File: config.mk
export PLATFORM = sky130hd
export DESIGN_NAME = eth_tx_top
export DESIGN_NICKNAME = d
export VERILOG_FILES = /design/src/common/eth_tx_pkg.sv /design/src/eth_axis_tx/eth_axis_tx.sv /design/src/verilog/eth_fcs_insert.sv /design/src/verilog/eth_tx_top.sv
export SDC_FILE = /design/constraint.sdc
export NUM_CORES = 1
export LEC_CHECK = 0
export BUFFER_PORTS_ARGS = -buffer_cell sky130_fd_sc_hd__buf_2
export CAP_MARGIN = 20
export CORE_UTILIZATION = 53
export CTS_CLUSTER_DIAMETER = 100
export CTS_CLUSTER_SIZE = 40
export DETAILED_ROUTE_END_ITERATION = 6
export PLACE_DENSITY = 0.77
export SYNTH_ARGS = -nofsm -noshare
export SYNTH_HDL_FRONTEND = slang
export SYNTH_SLANG_ARGS = --single-unit
File: constraint.sdc
create_clock -name clk -period 4.7 [get_ports clk]
set_clock_uncertainty 0.05 [all_clocks]
set_input_delay 0.94 -clock clk [delete_from_list [all_inputs] [get_ports clk]]
set_output_delay 0.94 -clock clk [all_outputs]
set_load 0.02 [all_outputs]
File: src/common/eth_tx_pkg.sv
// Shared types, frame size constants and state encodings for the Ethernet
// transmit path. Modules refer to these by scoped name.

`default_nettype none

package eth_tx_pkg;

    // stream byte and header fields
    typedef logic [7:0] eth_byte_t;
    typedef logic [47:0] mac_addr_t;
    typedef logic [15:0] eth_type_t;

    // running CRC-32 value
    typedef logic [31:0] crc_t;

    // dest + src + ethertype
    localparam int HDR_LEN = 14;

    // shortest frame on the wire, not counting the FCS
    localparam int MIN_FRAME_LEN = 60;

    localparam int FCS_LEN = 4;

    // reflected IEEE 802.3 polynomial, bytes shifted in lsb first
    localparam crc_t CRC_POLY = 32'hEDB8_8320;
    localparam crc_t CRC_INIT = 32'hFFFF_FFFF;

    // header framer states
    typedef enum logic [1:0] {
        TX_IDLE,
        TX_WRITE_HEADER,
        TX_WRITE_PAYLOAD
    } tx_state_t;

    // pad / FCS inserter states
    typedef enum logic [1:0] {
        ST_PAYLOAD,
        ST_PAD,
        ST_FCS
    } fcs_state_t;

endpackage

`default_nettype wire

File: src/eth_axis_tx/eth_axis_tx.sv
// Ethernet header framer. Takes dest/src MAC and ethertype in one handshake,
// sends the 14 header bytes msb first, then passes the payload stream through.
// The output goes through a register plus skid register for full throughput.

`timescale 1ns/10ps
`default_nettype none

module eth_axis_tx (
    input  wire                    clk,
    input  wire                    rst,

    input  wire                    hdr_valid,
    output logic                   hdr_ready,
    input  wire eth_tx_pkg::mac_addr_t dest_mac,
    input  wire eth_tx_pkg::mac_addr_t src_mac,
    input  wire eth_tx_pkg::eth_type_t eth_type,

    input  wire eth_tx_pkg::eth_byte_t pay_data,
    input  wire                    pay_valid,
    output logic                   pay_ready,
    input  wire                    pay_last,
    input  wire                    pay_user,

    output eth_tx_pkg::eth_byte_t  m_data,
    output logic                   m_valid,
    input  wire                    m_ready,
    output logic                   m_last,
    output logic                   m_user,

    output logic                   busy
);

    eth_tx_pkg::tx_state_t state, state_next;

    // index of the next header byte to send
    logic [3:0] frame_ptr, frame_ptr_next;

    logic store_hdr;
    logic [8*eth_tx_pkg::HDR_LEN-1:0] hdr_reg;

    logic hdr_ready_next;
    logic pay_ready_next;

    // stage input, feeds the output register / skid pair
    eth_tx_pkg::eth_byte_t m_data_int;
    logic m_valid_int;
    logic m_last_int;
    logic m_user_int;
    logic m_ready_int_reg;
    logic m_ready_int_early;

    eth_tx_pkg::eth_byte_t temp_data;
    logic temp_valid, temp_valid_next;
    logic temp_last;
    logic temp_user;
    logic m_valid_next;

    logic store_int_to_output;
    logic store_int_to_temp;
    logic store_temp_to_output;

    always_comb begin
        state_next = state;
        frame_ptr_next = frame_ptr;
        hdr_ready_next = 1'b0;
        pay_ready_next = 1'b0;
        store_hdr = 1'b0;

        m_data_int = '0;
        m_valid_int = 1'b0;
        m_last_int = 1'b0;
        m_user_int = 1'b0;

        case (state)
            eth_tx_pkg::TX_IDLE: begin
                frame_ptr_next = '0;
                hdr_ready_next = 1'b1;
                if (hdr_ready && hdr_valid) begin
                    store_hdr = 1'b1;
                    hdr_ready_next = 1'b0;
                    // first dest byte can go straight from the ports
                    if (m_ready_int_reg) begin
                        m_valid_int = 1'b1;
                        m_data_int = dest_mac[47:40];
                        frame_ptr_next = 4'd1;
                    end
                    state_next = eth_tx_pkg::TX_WRITE_HEADER;
                end
            end
            eth_tx_pkg::TX_WRITE_HEADER: begin
                if (m_ready_int_reg) begin
                    m_valid_int = 1'b1;
                    m_data_int = hdr_reg[8*(eth_tx_pkg::HDR_LEN-1-int'(frame_ptr)) +: 8];
                    frame_ptr_next = frame_ptr + 4'd1;
                    if (frame_ptr == 4'(eth_tx_pkg::HDR_LEN - 1)) begin
                        pay_ready_next = m_ready_int_early;
                        state_next = eth_tx_pkg::TX_WRITE_PAYLOAD;
                    end
                end
            end
            eth_tx_pkg::TX_WRITE_PAYLOAD: begin
                pay_ready_next = m_ready_int_early;
                m_data_int = pay_data;
                m_valid_int = pay_valid && pay_ready;
                m_last_int = pay_last;
                m_user_int = pay_user;
                if (pay_ready && pay_valid && pay_last) begin
                    pay_ready_next = 1'b0;
                    hdr_ready_next = 1'b1;
                    state_next = eth_tx_pkg::TX_IDLE;
                end
            end
            default: begin
                state_next = eth_tx_pkg::TX_IDLE;
            end
        endcase
    end

    always_ff @(posedge clk) begin
        if (rst) begin
            state <= eth_tx_pkg::TX_IDLE;
            frame_ptr <= '0;
            hdr_ready <= 1'b0;
            pay_ready <= 1'b0;
            busy <= 1'b0;
        end else begin
            state <= state_next;
            frame_ptr <= frame_ptr_next;
            hdr_ready <= hdr_ready_next;
            pay_ready <= pay_ready_next;
            busy <= (state_next != eth_tx_pkg::TX_IDLE);
        end
    end

    // header fields held for the whole frame
    always_ff @(posedge clk) begin
        if (store_hdr) begin
            hdr_reg <= {dest_mac, src_mac, eth_type};
        end
    end

    // ready next cycle unless the skid would fill up
    assign m_ready_int_early = m_ready || (!temp_valid && (!m_valid || !m_valid_int));

    always_comb begin
        m_valid_next = m_valid;
        temp_valid_next = temp_valid;
        store_int_to_output = 1'b0;
        store_int_to_temp = 1'b0;
        store_temp_to_output = 1'b0;

        if (m_ready_int_reg) begin
            if (m_ready || !m_valid) begin
                m_valid_next = m_valid_int;
                store_int_to_output = 1'b1;
            end else begin
                // output stalled, park the byte in the skid register
                temp_valid_next = m_valid_int;
                store_int_to_temp = 1'b1;
            end
        end else if (m_ready) begin
            m_valid_next = temp_valid;
            temp_valid_next = 1'b0;
            store_temp_to_output = 1'b1;
        end
    end

    always_ff @(posedge clk) begin
        if (rst) begin
            m_valid <= 1'b0;
            temp_valid <= 1'b0;
            m_ready_int_reg <= 1'b0;
        end else begin
            m_valid <= m_valid_next;
            temp_valid <= temp_valid_next;
            m_ready_int_reg <= m_ready_int_early;
        end
    end

    always_ff @(posedge clk) begin
        if (store_int_to_output) begin
            m_data <= m_data_int;
            m_last <= m_last_int;
            m_user <= m_user_int;
        end else if (store_temp_to_output) begin
            m_data <= temp_data;
            m_last <= temp_last;
            m_user <= temp_user;
        end
        if (store_int_to_temp) begin
            temp_data <= m_data_int;
            temp_last <= m_last_int;
            temp_user <= m_user_int;
        end
    end

endmodule

`default_nettype wire

File: src/verilog/eth_fcs_insert.sv
// Pads short frames with zero bytes up to the Ethernet minimum and appends the
// CRC-32 frame check sequence, lsb first. Input ready drops while pad and FCS
// bytes are sent. Output uses the same register plus skid structure as the framer.

`timescale 1ns/10ps
`default_nettype none

module eth_fcs_insert (
    input  wire                        clk,
    input  wire                        rst,

    input  wire eth_tx_pkg::eth_byte_t s_data,
    input  wire                        s_valid,
    output logic                       s_ready,
    input  wire                        s_last,
    input  wire                        s_user,

    output eth_tx_pkg::eth_byte_t      m_data,
    output logic                       m_valid,
    input  wire                        m_ready,
    output logic                       m_last,
    output logic                       m_user
);

    eth_tx_pkg::fcs_state_t state, state_next;

    // bytes sent so far in this frame, saturates at the minimum length
    logic [5:0] frame_cnt, frame_cnt_next;
    logic [5:0] cnt_inc;
    logic [1:0] fcs_ptr, fcs_ptr_next;

    eth_tx_pkg::crc_t crc_reg, crc_next;
    eth_tx_pkg::crc_t fcs_word;

    logic s_ready_next;
    logic store_user;
    logic user_reg;

    eth_tx_pkg::eth_byte_t m_data_int;
    logic m_valid_int;
    logic m_last_int;
    logic m_user_int;
    logic m_ready_int_reg;
    logic m_ready_int_early;

    eth_tx_pkg::eth_byte_t temp_data;
    logic temp_valid, temp_valid_next;
    logic temp_last;
    logic temp_user;
    logic m_valid_next;

    logic store_int_to_output;
    logic store_int_to_temp;
    logic store_temp_to_output;

    // one byte of the reflected CRC, lsb of the data first
    function automatic eth_tx_pkg::crc_t crc_update(input eth_tx_pkg::crc_t crc_in,
                                                    input eth_tx_pkg::eth_byte_t data);
        eth_tx_pkg::crc_t crc;
        crc = crc_in ^ {24'd0, data};
        for (int i = 0; i < 8; i++) begin
            crc = crc[0] ? ((crc >> 1) ^ eth_tx_pkg::CRC_POLY) : (crc >> 1);
        end
        return crc;
    endfunction

    assign fcs_word = ~crc_reg;
    assign cnt_inc = (frame_cnt < 6'(eth_tx_pkg::MIN_FRAME_LEN)) ? frame_cnt + 6'd1 : frame_cnt;

    always_comb begin
        state_next = state;
        frame_cnt_next = frame_cnt;
        fcs_ptr_next = fcs_ptr;
        crc_next = crc_reg;
        s_ready_next = 1'b0;
        store_user = 1'b0;

        m_data_int = '0;
        m_valid_int = 1'b0;
        m_last_int = 1'b0;
        m_user_int = 1'b0;

        case (state)
            eth_tx_pkg::ST_PAYLOAD: begin
                s_ready_next = m_ready_int_early;
                m_data_int = s_data;
                m_valid_int = s_valid && s_ready;
                if (s_valid && s_ready) begin
                    crc_next = crc_update(crc_reg, s_data);
                    frame_cnt_next = cnt_inc;
                    if (s_last) begin
                        store_user = 1'b1;
                        s_ready_next = 1'b0;
                        // this byte brings the count to frame_cnt + 1
                        if (frame_cnt < 6'(eth_tx_pkg::MIN_FRAME_LEN - 1)) begin
                            state_next = eth_tx_pkg::ST_PAD;
                        end else begin
                            state_next = eth_tx_pkg::ST_FCS;
                        end
                    end
                end
            end
            eth_tx_pkg::ST_PAD: begin
                if (m_ready_int_reg) begin
                    m_valid_int = 1'b1;
                    crc_next = crc_update(crc_reg, 8'h00);
                    frame_cnt_next = cnt_inc;
                    if (frame_cnt == 6'(eth_tx_pkg::MIN_FRAME_LEN - 1)) begin
                        state_next = eth_tx_pkg::ST_FCS;
                    end
                end
            end
            eth_tx_pkg::ST_FCS: begin
                if (m_ready_int_reg) begin
                    m_valid_int = 1'b1;
                    m_data_int = fcs_word[8*fcs_ptr +: 8];
                    fcs_ptr_next = fcs_ptr + 2'd1;
                    if (fcs_ptr == 2'(eth_tx_pkg::FCS_LEN - 1)) begin
                        m_last_int = 1'b1;
                        m_user_int = user_reg;
                        crc_next = eth_tx_pkg::CRC_INIT;
                        frame_cnt_next = '0;
                        s_ready_next = m_ready_int_early;
                        state_next = eth_tx_pkg::ST_PAYLOAD;
                    end
                end
            end
            default: begin
                state_next = eth_tx_pkg::ST_PAYLOAD;
            end
        endcase
    end

    always_ff @(posedge clk) begin
        if (rst) begin
            state <= eth_tx_pkg::ST_PAYLOAD;
            frame_cnt <= '0;
            fcs_ptr <= '0;
            crc_reg <= eth_tx_pkg::CRC_INIT;
            s_ready <= 1'b0;
        end else begin
            state <= state_next;
            frame_cnt <= frame_cnt_next;
            fcs_ptr <= fcs_ptr_next;
            crc_reg <= crc_next;
            s_ready <= s_ready_next;
        end
    end

    // error flag of the frame, taken from its last input byte
    always_ff @(posedge clk) begin
        if (store_user) begin
            user_reg <= s_user;
        end
    end

    assign m_ready_int_early = m_ready || (!temp_valid && (!m_valid || !m_valid_int));

    always_comb begin
        m_valid_next = m_valid;
        temp_valid_next = temp_valid;
        store_int_to_output = 1'b0;
        store_int_to_temp = 1'b0;
        store_temp_to_output = 1'b0;

        if (m_ready_int_reg) begin
            if (m_ready || !m_valid) begin
                m_valid_next = m_valid_int;
                store_int_to_output = 1'b1;
            end else begin
                temp_valid_next = m_valid_int;
                store_int_to_temp = 1'b1;
            end
        end else if (m_ready) begin
            // drain the skid register
            m_valid_next = temp_valid;
            temp_valid_next = 1'b0;
            store_temp_to_output = 1'b1;
        end
    end

    always_ff @(posedge clk) begin
        if (rst) begin
            m_valid <= 1'b0;
            temp_valid <= 1'b0;
            m_ready_int_reg <= 1'b0;
        end else begin
            m_valid <= m_valid_next;
            temp_valid <= temp_valid_next;
            m_ready_int_reg <= m_ready_int_early;
        end
    end

    always_ff @(posedge clk) begin
        if (store_int_to_output) begin
            m_data <= m_data_int;
            m_last <= m_last_int;
            m_user <= m_user_int;
        end else if (store_temp_to_output) begin
            m_data <= temp_data;
            m_last <= temp_last;
            m_user <= temp_user;
        end
        if (store_int_to_temp) begin
            temp_data <= m_data_int;
            temp_last <= m_last_int;
            temp_user <= m_user_int;
        end
    end

endmodule

`default_nettype wire

File: src/verilog/eth_tx_top.sv
// Transmit path top level. Header framer feeds the pad and FCS inserter,
// output is a complete frame byte stream without preamble.

`timescale 1ns/10ps
`default_nettype none

module eth_tx_top (
    input  wire                        clk,
    input  wire                        rst,

    input  wire                        hdr_valid,
    output logic                       hdr_ready,
    input  wire eth_tx_pkg::mac_addr_t dest_mac,
    input  wire eth_tx_pkg::mac_addr_t src_mac,
    input  wire eth_tx_pkg::eth_type_t eth_type,

    input  wire eth_tx_pkg::eth_byte_t pay_data,
    input  wire                        pay_valid,
    output logic                       pay_ready,
    input  wire                        pay_last,
    input  wire                        pay_user,

    output eth_tx_pkg::eth_byte_t      m_data,
    output logic                       m_valid,
    input  wire                        m_ready,
    output logic                       m_last,
    output logic                       m_user,

    output logic                       busy
);

    // framer to inserter stream
    eth_tx_pkg::eth_byte_t fr_data;
    logic fr_valid;
    logic fr_ready;
    logic fr_last;
    logic fr_user;

    eth_axis_tx u_eth_axis_tx (
        .clk       (clk),
        .rst       (rst),
        .hdr_valid (hdr_valid),
        .hdr_ready (hdr_ready),
        .dest_mac  (dest_mac),
        .src_mac   (src_mac),
        .eth_type  (eth_type),
        .pay_data  (pay_data),
        .pay_valid (pay_valid),
        .pay_ready (pay_ready),
        .pay_last  (pay_last),
        .pay_user  (pay_user),
        .m_data    (fr_data),
        .m_valid   (fr_valid),
        .m_ready   (fr_ready),
        .m_last    (fr_last),
        .m_user    (fr_user),
        .busy      (busy)
    );

    eth_fcs_insert u_eth_fcs_insert (
        .clk     (clk),
        .rst     (rst),
        .s_data  (fr_data),
        .s_valid (fr_valid),
        .s_ready (fr_ready),
        .s_last  (fr_last),
        .s_user  (fr_user),
        .m_data  (m_data),
        .m_valid (m_valid),
        .m_ready (m_ready),
        .m_last  (m_last),
        .m_user  (m_user)
    );

endmodule

`default_nettype wire

# Word-level counts from Yosys, hierarchy flattened
# Index checks and enable logic that the tools add are counted.
# totals
regBits	211
in_bits	127
output_inout_bits	14
wordCells	226
# op_classes
add_sub_neg	4
magnitude_cmp	2
n_eq_ne	18
n_shift	2
muxes	116
bitwise_logic	18
reduce_logical	36
# ops
op	count
32-bit 2-to-1 mux	20
13-bit NOT with 14-bit output	16
112-bit by 32-bit variable part select with 8-bit output	1
32-bit one-hot mux with 3 select lines	1
8-bit 2-to-1 mux	8
1-bit 2-to-1 mux	58
32-bit NOT	1
32-bit by 6-bit variable part select with 8-bit output	1
32-bit by 8-bit bitwise XOR with 32-bit output	1
6-bit 2-to-1 mux	5
8-bit one-hot mux with 3 select lines	1
2-bit 2-to-1 mux	11
6-bit one-hot mux with 3 select lines	1
8-bit one-hot mux with 2 select lines	1
6-bit < comparator (second input constant)	2
2-bit by 1-bit inequality test with 1-bit output (second input constant)	6
2-bit one-hot mux with 3 select lines	2
2-bit AND reduction	6
2-bit nonzero test	6
2-bit inequality test (second input constant)	5
4-bit 2-to-1 mux	2
1-bit one-hot mux with 2 select lines	4
4-bit one-hot mux with 2 select lines	1
6-bit by 1-bit adder with 6-bit output (second input constant)	1
16 further kinds	35

# Depth between registers and ports, before layout
# Gate-level depths: netlist of the first run.
# depth
ltp_word	19
ltp_mapped	11
depth_no_buf	8

# Modules after synthesis
# Synthesis of the first run repeated with hierarchy kept, for this count alone.
# unflattened
hier_cells	855
area_unflattened_um2	10904.2
# by_module_without_submodules
mod	instances	cells_each	area_each_um2	seq_area_each_um2
eth_axis_tx	1	360	5891.9	4204.0
eth_fcs_insert	1	495	5012.3	1551.5

# Worst setup path after synthesis of the first run
# Ideal clock, no wire load.
# synth_path
kind	input -> register
startpoint	input port hdr_valid
endpoint	register u_eth_axis_tx.temp_valid
setup_time_ns	0.065
t_arrival_ns	4.468
required_time_ns	4.585
setup_slack_ns	0.117
stages	6
path_buffers	0
path_cell_list	and3_1 -> o21ai_0 -> a21oi_1 -> a31oi_1 -> o21a_1 -> nor2_1
# synth_between
elab_chain_len	5
# synth_rtl
item	line_no	source
from (decl)	eth_tx_top.sv:11	input wire hdr_valid,
1-bit logical AND	eth_axis_tx.sv:78	if (hdr_ready && hdr_valid) begin
1-bit 2-to-1 mux	eth_axis_tx.sv:78	
1-bit one-hot mux with 3 select lines	eth_axis_tx.sv:74	case (state)
1-bit 2-to-1 mux	eth_axis_tx.sv:153	if (m_ready || !m_valid) begin
1-bit 2-to-1 mux	eth_axis_tx.sv:152	if (m_ready_int_reg) begin
to (signal assigned)	eth_axis_tx.sv:175	temp_valid <= temp_valid_next;
to (decl)	eth_axis_tx.sv:53	logic temp_valid, temp_valid_next;
# Every way passes these cells. The select of a mux whose other input is x is not followed.
# A chain may end at the register's enable or synchronous reset.

# Final worst setup path of the first run
# layout_path
startpoint	register u_eth_axis_tx.frame_ptr[1]
endpoint	register u_eth_axis_tx.m_data[5], data pin
# layout_between
elab_chain_len	5
# layout_rtl
item	line_no	source
from (decl)	eth_axis_tx.sv:36	logic [3:0] frame_ptr, frame_ptr_next;
from (signal assigned)	eth_axis_tx.sv:128	frame_ptr <= frame_ptr_next;
4-bit by 4-bit subtractor with 5-bit output	eth_axis_tx.sv:93	m_data_int = hdr_reg[8*(eth_tx_pkg::HDR_LEN-1-int'(frame_ptr)) +: 8];
112-bit by 32-bit variable part select with 8-bit output	eth_axis_tx.sv:93	
8-bit 2-to-1 mux	eth_axis_tx.sv:91	if (m_ready_int_reg) begin
8-bit one-hot mux with 3 select lines	eth_axis_tx.sv:74	
8-bit 2-to-1 mux	eth_axis_tx.sv:181	if (store_int_to_output) begin
to (signal assigned)	eth_axis_tx.sv:182	m_data <= m_data_int;
to (signal assigned)	eth_axis_tx.sv:186	m_data <= temp_data;
to (decl)	eth_axis_tx.sv:24	output eth_tx_pkg::eth_byte_t m_data,
# Every way passes these cells.

==> results.yml, run 1 <==
final_layout:
  final_core_util_pct: 60.0
  nets: 1091
  drive_gt1_share_pct: 24.5
  fin_area_um2: 11800
  largest_register_ffs: 112
  syn2layout_area_growth_pct: 9.80
logic_synthesis:
  yosysTopAreaCell: "edfxtp_1"
  postSynthAreaPerCell_um2: 12.7
  syn_inst: 846
  synth-edff-count: 153
  synth_area_leaders: "edfxtp_1, dfxtp_1, xnor2_1"
  yosysWarnings: 0
  netlist_top_cells_count: "edfxtp_1, xnor2_1, nor2_1"
  syn-num-nets: 987
  ys_seq_area_share_pct: 53.4
  synthFlopType: "edfxtp_1"
  yosysUniqueCellTypes: 66
  syn_area_um2: 10800
  async_reset_ff_share_pct: 0
  synth.most_common_cell: "edfxtp_1"
  ys_ff_latch: 211
  synth.top_cell.area_share_pct: 42.6
floorplanning:
  rows: 51
  core-area_um2: 19700
  dieArea_um2: 20900
  start_util_pct: 54.6
  io-pin-count: 141
  die_w_um: 145
  die_h_um: 145
drt:
  wl_um: 23600
  routed_via_density: 5.77
  drc_errors: 0
  ant_nets: 0
  dr.pass1.iters: 5
  wl_per_cell_um: 19.4
  via_count: 7017
  drt_iter0_markers: 467
power:
  power.switching_mw: 2.60
  power-per-cell-area_nw_per_um2: 568
  p_leak_nw: 4.22
  seq_power_share_pct: 37.7
  pwr-share-comb_pct: 47.7
  ir_drop_v: 0.000320
  switching_share_pct: 38.7
  internal_power_mw: 4.12
  power_mw: 6.72
  clkPwrFrac_pct: 14.5
clock_tree:
  postCtsHoldBufs: 0
  path_clk_slew_ns: 0.13
  cts.repair.resized: 0
  h-tree-depth: 1
  cts_setup_buffers: 0
  cts_tree: "yes"
  insertion_delay_ns: 0.49
  cts_root_buf: "clkbuf_16"
  cts.sinks: 211
  clock_path_buffers: 3
  numCtsBuffers: 9
sta:
  fin_crit_sh_pct: 63.9
  hold_violations: 0
  tns_ns: 0
  rsz0062_at_grt: "no"
  slew_headroom_pct: 34.8
  worst_hold_slack_ns: 0.393
  slew_violations: 0
  tightest_slew_ns: 0.978
  setup_viol: 0
  max_freq_mhz: 333
  fin_crit_ns: 3.00
critical_path:
  cp_max_fo: 33
  critPathArrivalTime_ns: 3.17
  crit_type: "flip-flop to flip-flop"
  required_ns: 4.87
  startpoint_type: "flip-flop"
  worst_setup_path_end_kind: "flip-flop"
placed_design:
  post-dp-hpwl_um: 17400
  place_congestion: 0.913
  placed_area_um2: 11500
  io_buffer_count: 140
global_routing:
  grt_pass1_vias: 6742
  grt-ovfl-total: 0
  grt.total_usage_pct: 23.5
  grt_max_degree: 49
  grt_first_pass_wirelength_um: 36600
  grt_antenna_before_repair: 5
status:
  status: "finished, final reports clean"
hold_path:
  hp-class: "flip-flop to flip-flop"
flow_run:
  cap_violations: 0
-- cell type report --
type | count | area (µm²)
clock buffer | 9 | 225
multi-input combinational | 565 | 4630
antenna | 1 | 2.50
inverter | 13 | 48.8
fill | 1498 | 7890
sequential | 211 | 5760
timing repair buffer | 150 | 776
tap | 265 | 332
clock inverter | 3 | 55.1
-- cells by family after synthesis --
family                   synth area share [%]
flip-flops                               53.4
AO/OA/AOI/OAI                            10.8
AND/OR/NAND/NOR                          7.34
XOR/XNOR                                 14.1
buffers and inverters                    3.61
multiplexers                             9.11
adder cells (fa/ha/maj)                  1.63
-- cell usage in the layout, fill, tap and decap left out, types with 14 or more instances in the layout --
cell and count:
buf_2 140, a21oi_1 59, dfxtp_1 57, nand2_1 51, o31ai_1 29, ha_1 14
o21ai_0 22, edfxtp_1 153, xor2_1 34, mux4_2 31, nor2_1 62, xnor2_1 86
-- power by group through the flow --
stage | Combinational [mW] | Clock [mW] | Sequential [mW]
final | 3.21 | 0.978 | 2.54
after global routing | 3.46 | 1.04 | 2.57
after CTS | 3.19 | 0.991 | 2.53
after detailed placement | 3.17 | 0 | 2.57
after global placement | 3.13 | 0 | 2.56
after floorplan | 2.76 | 0 | 2.41
-- worst paths after layout --
path                                                 start                         to  slack, ns  cells after the start
worst max-delay path            u_eth_axis_tx.frame_ptr[1]    u_eth_axis_tx.m_data[5]       1.70                      8
worst min-delay path                  u_eth_axis_tx.m_user  u_eth_fcs_insert.user_reg       0.39                      0
worst max register to register  u_eth_axis_tx.frame_ptr[1]    u_eth_axis_tx.m_data[5]       1.70                      8
worst min register to register        u_eth_axis_tx.m_user  u_eth_fcs_insert.user_reg       0.39                      0
-- worst max-delay path, stage by stage (launching register included) --
cell      delay [ns]
dfxtp_1         0.34
buf_4           0.36
inv_1           0.22
ha_1            0.74
mux4_2          0.40
nand2_1         0.08
a311oi_1        0.09
a221oi_1        0.32
o31ai_1         0.12
-- per-layer routing --
layer	vias up	track usage (%)	routed length (µm)
li1	3334	-	-
met1	3303	29.4	9440
met2	326	39.8	11400
met3	50	5.10	1870
met4	4	8.92	845
met5	-	0	26
-- per-stage QoR --
stage / cells / worst slack [ns]
2_1_floorplan: 846 / 0.117
3_3_place_gp: 1204 / 1.81
3_5_place_dp: 1204 / 1.72
4_1_cts: 1216 / 1.70
5_1_grt: 1216 / 1.47
6_report: 1217 / 1.70
No activity file was read; power rests on OpenSTA's default activity.
==> run 2, diff against run 1 <==
--- a/config.mk
+++ b/config.mk
@@ -7,11 +7,11 @@
 export LEC_CHECK = 0
 export BUFFER_PORTS_ARGS = -buffer_cell sky130_fd_sc_hd__buf_2
 export CAP_MARGIN = 20
-export CORE_UTILIZATION = 53
+export CORE_UTILIZATION = 58
 export CTS_CLUSTER_DIAMETER = 100
 export CTS_CLUSTER_SIZE = 40
 export DETAILED_ROUTE_END_ITERATION = 6
-export PLACE_DENSITY = 0.77
+export PLACE_DENSITY = 0.8
 export SYNTH_ARGS = -nofsm -noshare
 export SYNTH_HDL_FRONTEND = slang
 export SYNTH_SLANG_ARGS = --single-unit
==> constraint.sdc (replaced) <==
create_clock -name clk -period 2.8 [get_ports clk]
set_clock_uncertainty 0.05 [all_clocks]
set_input_delay 0.56 -clock clk [delete_from_list [all_inputs] [get_ports clk]]
set_output_delay 0.56 -clock clk [all_outputs]
set_load 0.02 [all_outputs]
==> run 2 against run 1 <==
Compared with the run above: design area grew 1.2%; die area fell by 8.5%; worst setup slack got worse by 1.4 ns; sequential cell count stayed put; register-to-register slack worse by 1.4 ns; the run now ends with DRC left; final cell count down 0.99%; utilization up 6.2 points.
==> results.yml, run 2 (synthesis results as in run 1) <==
status:
  status: "finished, violations left"
  violations: "DRC"
global_routing:
  grt_pass1_vias: 7017
  grt.total_usage_pct: 25.7
  grt-ovfl-total: 0
  grt_first_pass_wirelength_um: 38300
  grt_max_degree: 62
  grt_antenna_before_repair: 3
clock_tree:
  cts_setup_buffers: 0
  postCtsHoldBufs: 0
  cts.repair.resized: 0
  path_clk_slew_ns: 0.14
  h-tree-depth: 1
  clock_path_buffers: 3
  insertion_delay_ns: 0.49
  numCtsBuffers: 9
  cts.sinks: 211
  cts_root_buf: "clkbuf_16"
  cts_tree: "yes"
sta:
  fin_crit_sh_pct: 90.9
  slew_violations: 0
  slew_headroom_pct: 46.3
  hold_violations: 0
  tightest_slew_ns: 0.804
  fin_crit_ns: 2.55
  fin_ws_ns: 0.254
  setup_viol: 0
  rsz0062_at_grt: "no"
  tns_ns: 0
  max_freq_mhz: 393
drt:
  routed_via_density: 6.04
  ant_nets: 0
  drc_errors: 17
  drt_iter0_markers: 590
  wl_per_cell_um: 20.2
  wl_um: 24400
  via_count: 7284
  dr.pass1.iters: 7
power:
  power-per-cell-area_nw_per_um2: 949
  p_leak_nw: 4.33
  ir_drop_v: 0.000610
final_layout:
  nets: 1114
  largest_register_ffs: 112
  drive_gt1_share_pct: 26.2
  final_cell_mix: "edfxtp_1, buf_2, xnor2_1"
  fillCellCount: 1290
  final_common_cell: "edfxtp_1"
  syn2layout_area_growth_pct: 11.1
floorplanning:
  rows: 49
  io-pin-count: 141
  dieArea_um2: 19100
  die_h_um: 138
  core-area_um2: 18100
  start_util_pct: 59.6
  die_w_um: 138
critical_path:
  critPathArrivalTime_ns: 2.71
  slowest_stage: "dfxtp_2"
  crit_path_cell_trace: "buf_12 > mux4_2 > a221oi_1 > nor3_1 > a221oi_1 > o31ai_1"
  crit_type: "flip-flop to flip-flop"
  startpoint_type: "flip-flop"
  cp_max_fo: 14
  max_stage_delay_ns: 0.59
  required_ns: 2.97
  crit_top_cell: "a221oi_1"
  worst_setup_path_end_kind: "flip-flop"
hold_path:
  hp-class: "primary input to flip-flop"
placed_design:
  io_buffer_count: 140
  dp_slack_ns: 0.280
  post-dp-hpwl_um: 18000
  place_congestion: 0.917
flow_run:
  cap_violations: 0
run 2: cell types whose count changed in the layout (fill, tap and decap cells not counted), sizes merged:
cell    before  now
inv         13   12
clkbuf       9   11
buf        150  173
clkinv       2    3
bufinv       1    0
run 2: cell type report:
class                      count  area, µm²  share of cell area [%]
clock buffer                  11        233                    1.94
clock inverter                 2       38.8                   0.324
antenna                        1       2.50                  0.0209
inverter                      13       48.8                   0.408
tap                          229        287                    2.39
multi-input combinational    565       4630                    38.7
timing repair buffer         173        973                    8.13
sequential                   211       5760                    48.1
run 2: stage by stage:
stage          power (mW)  area [µm²]  utilization [%]  instances  hold WS (ns)
2_1_floorplan        8.66       10800                -        846         0.350
4_1_cts              11.3       12000             66.2       1204         0.177
5_1_grt              11.9       12000             66.2       1204         0.166
3_5_place_dp         9.76       11700             64.7       1191         0.380
3_3_place_gp         9.66       11700             64.7       1191         0.354
6_report             11.4       12000             66.2       1205         0.184
run 2: report_power, final:
| part | internal, mW | switching [mW] |
|---|---|---|
| logic | 2.61 | 3.00 |
| registers | 3.73 | 0.431 |
| clock network | 0.628 | 0.964 |
run 2: worst paths after layout:
| path | startpoint | to | slack [ns] | cells after the start |
|---|---|---|---|---|
| hold / removal | dest_mac[2] | u_eth_axis_tx.hdr_reg[66] | 0.18 | 1 |
| setup reg to reg | u_eth_axis_tx.frame_ptr[0] | u_eth_axis_tx.m_data[1] | 0.25 | 6 |
| hold reg to reg | u_eth_axis_tx.m_user | u_eth_fcs_insert.user_reg | 0.42 | 0 |
| setup / recovery | u_eth_axis_tx.frame_ptr[0] | u_eth_axis_tx.m_data[1] | 0.25 | 6 |
run 2: worst max-delay path: cells and delay by family, from the launching register on:
kind	cells	cell delay, ns
flip-flops	1	0.59
buffers and inverters	1	0.22
multiplexers	1	0.51
AND/OR/NAND/NOR	1	0.08
AO/OA/AOI/OAI	3	0.83
run 2: layer usage:
| layer | up-vias | routed length (µm) | global-route usage (%) |
|---|---|---|---|
| met3 | 69 | 1700 | 3.84 |
| met2 | 368 | 11700 | 43.1 |
| met5 | - | 29 | 0 |
| li1 | 3367 | - | - |
| met4 | 4 | 1130 | 11.2 |
| met1 | 3476 | 9820 | 33.6 |
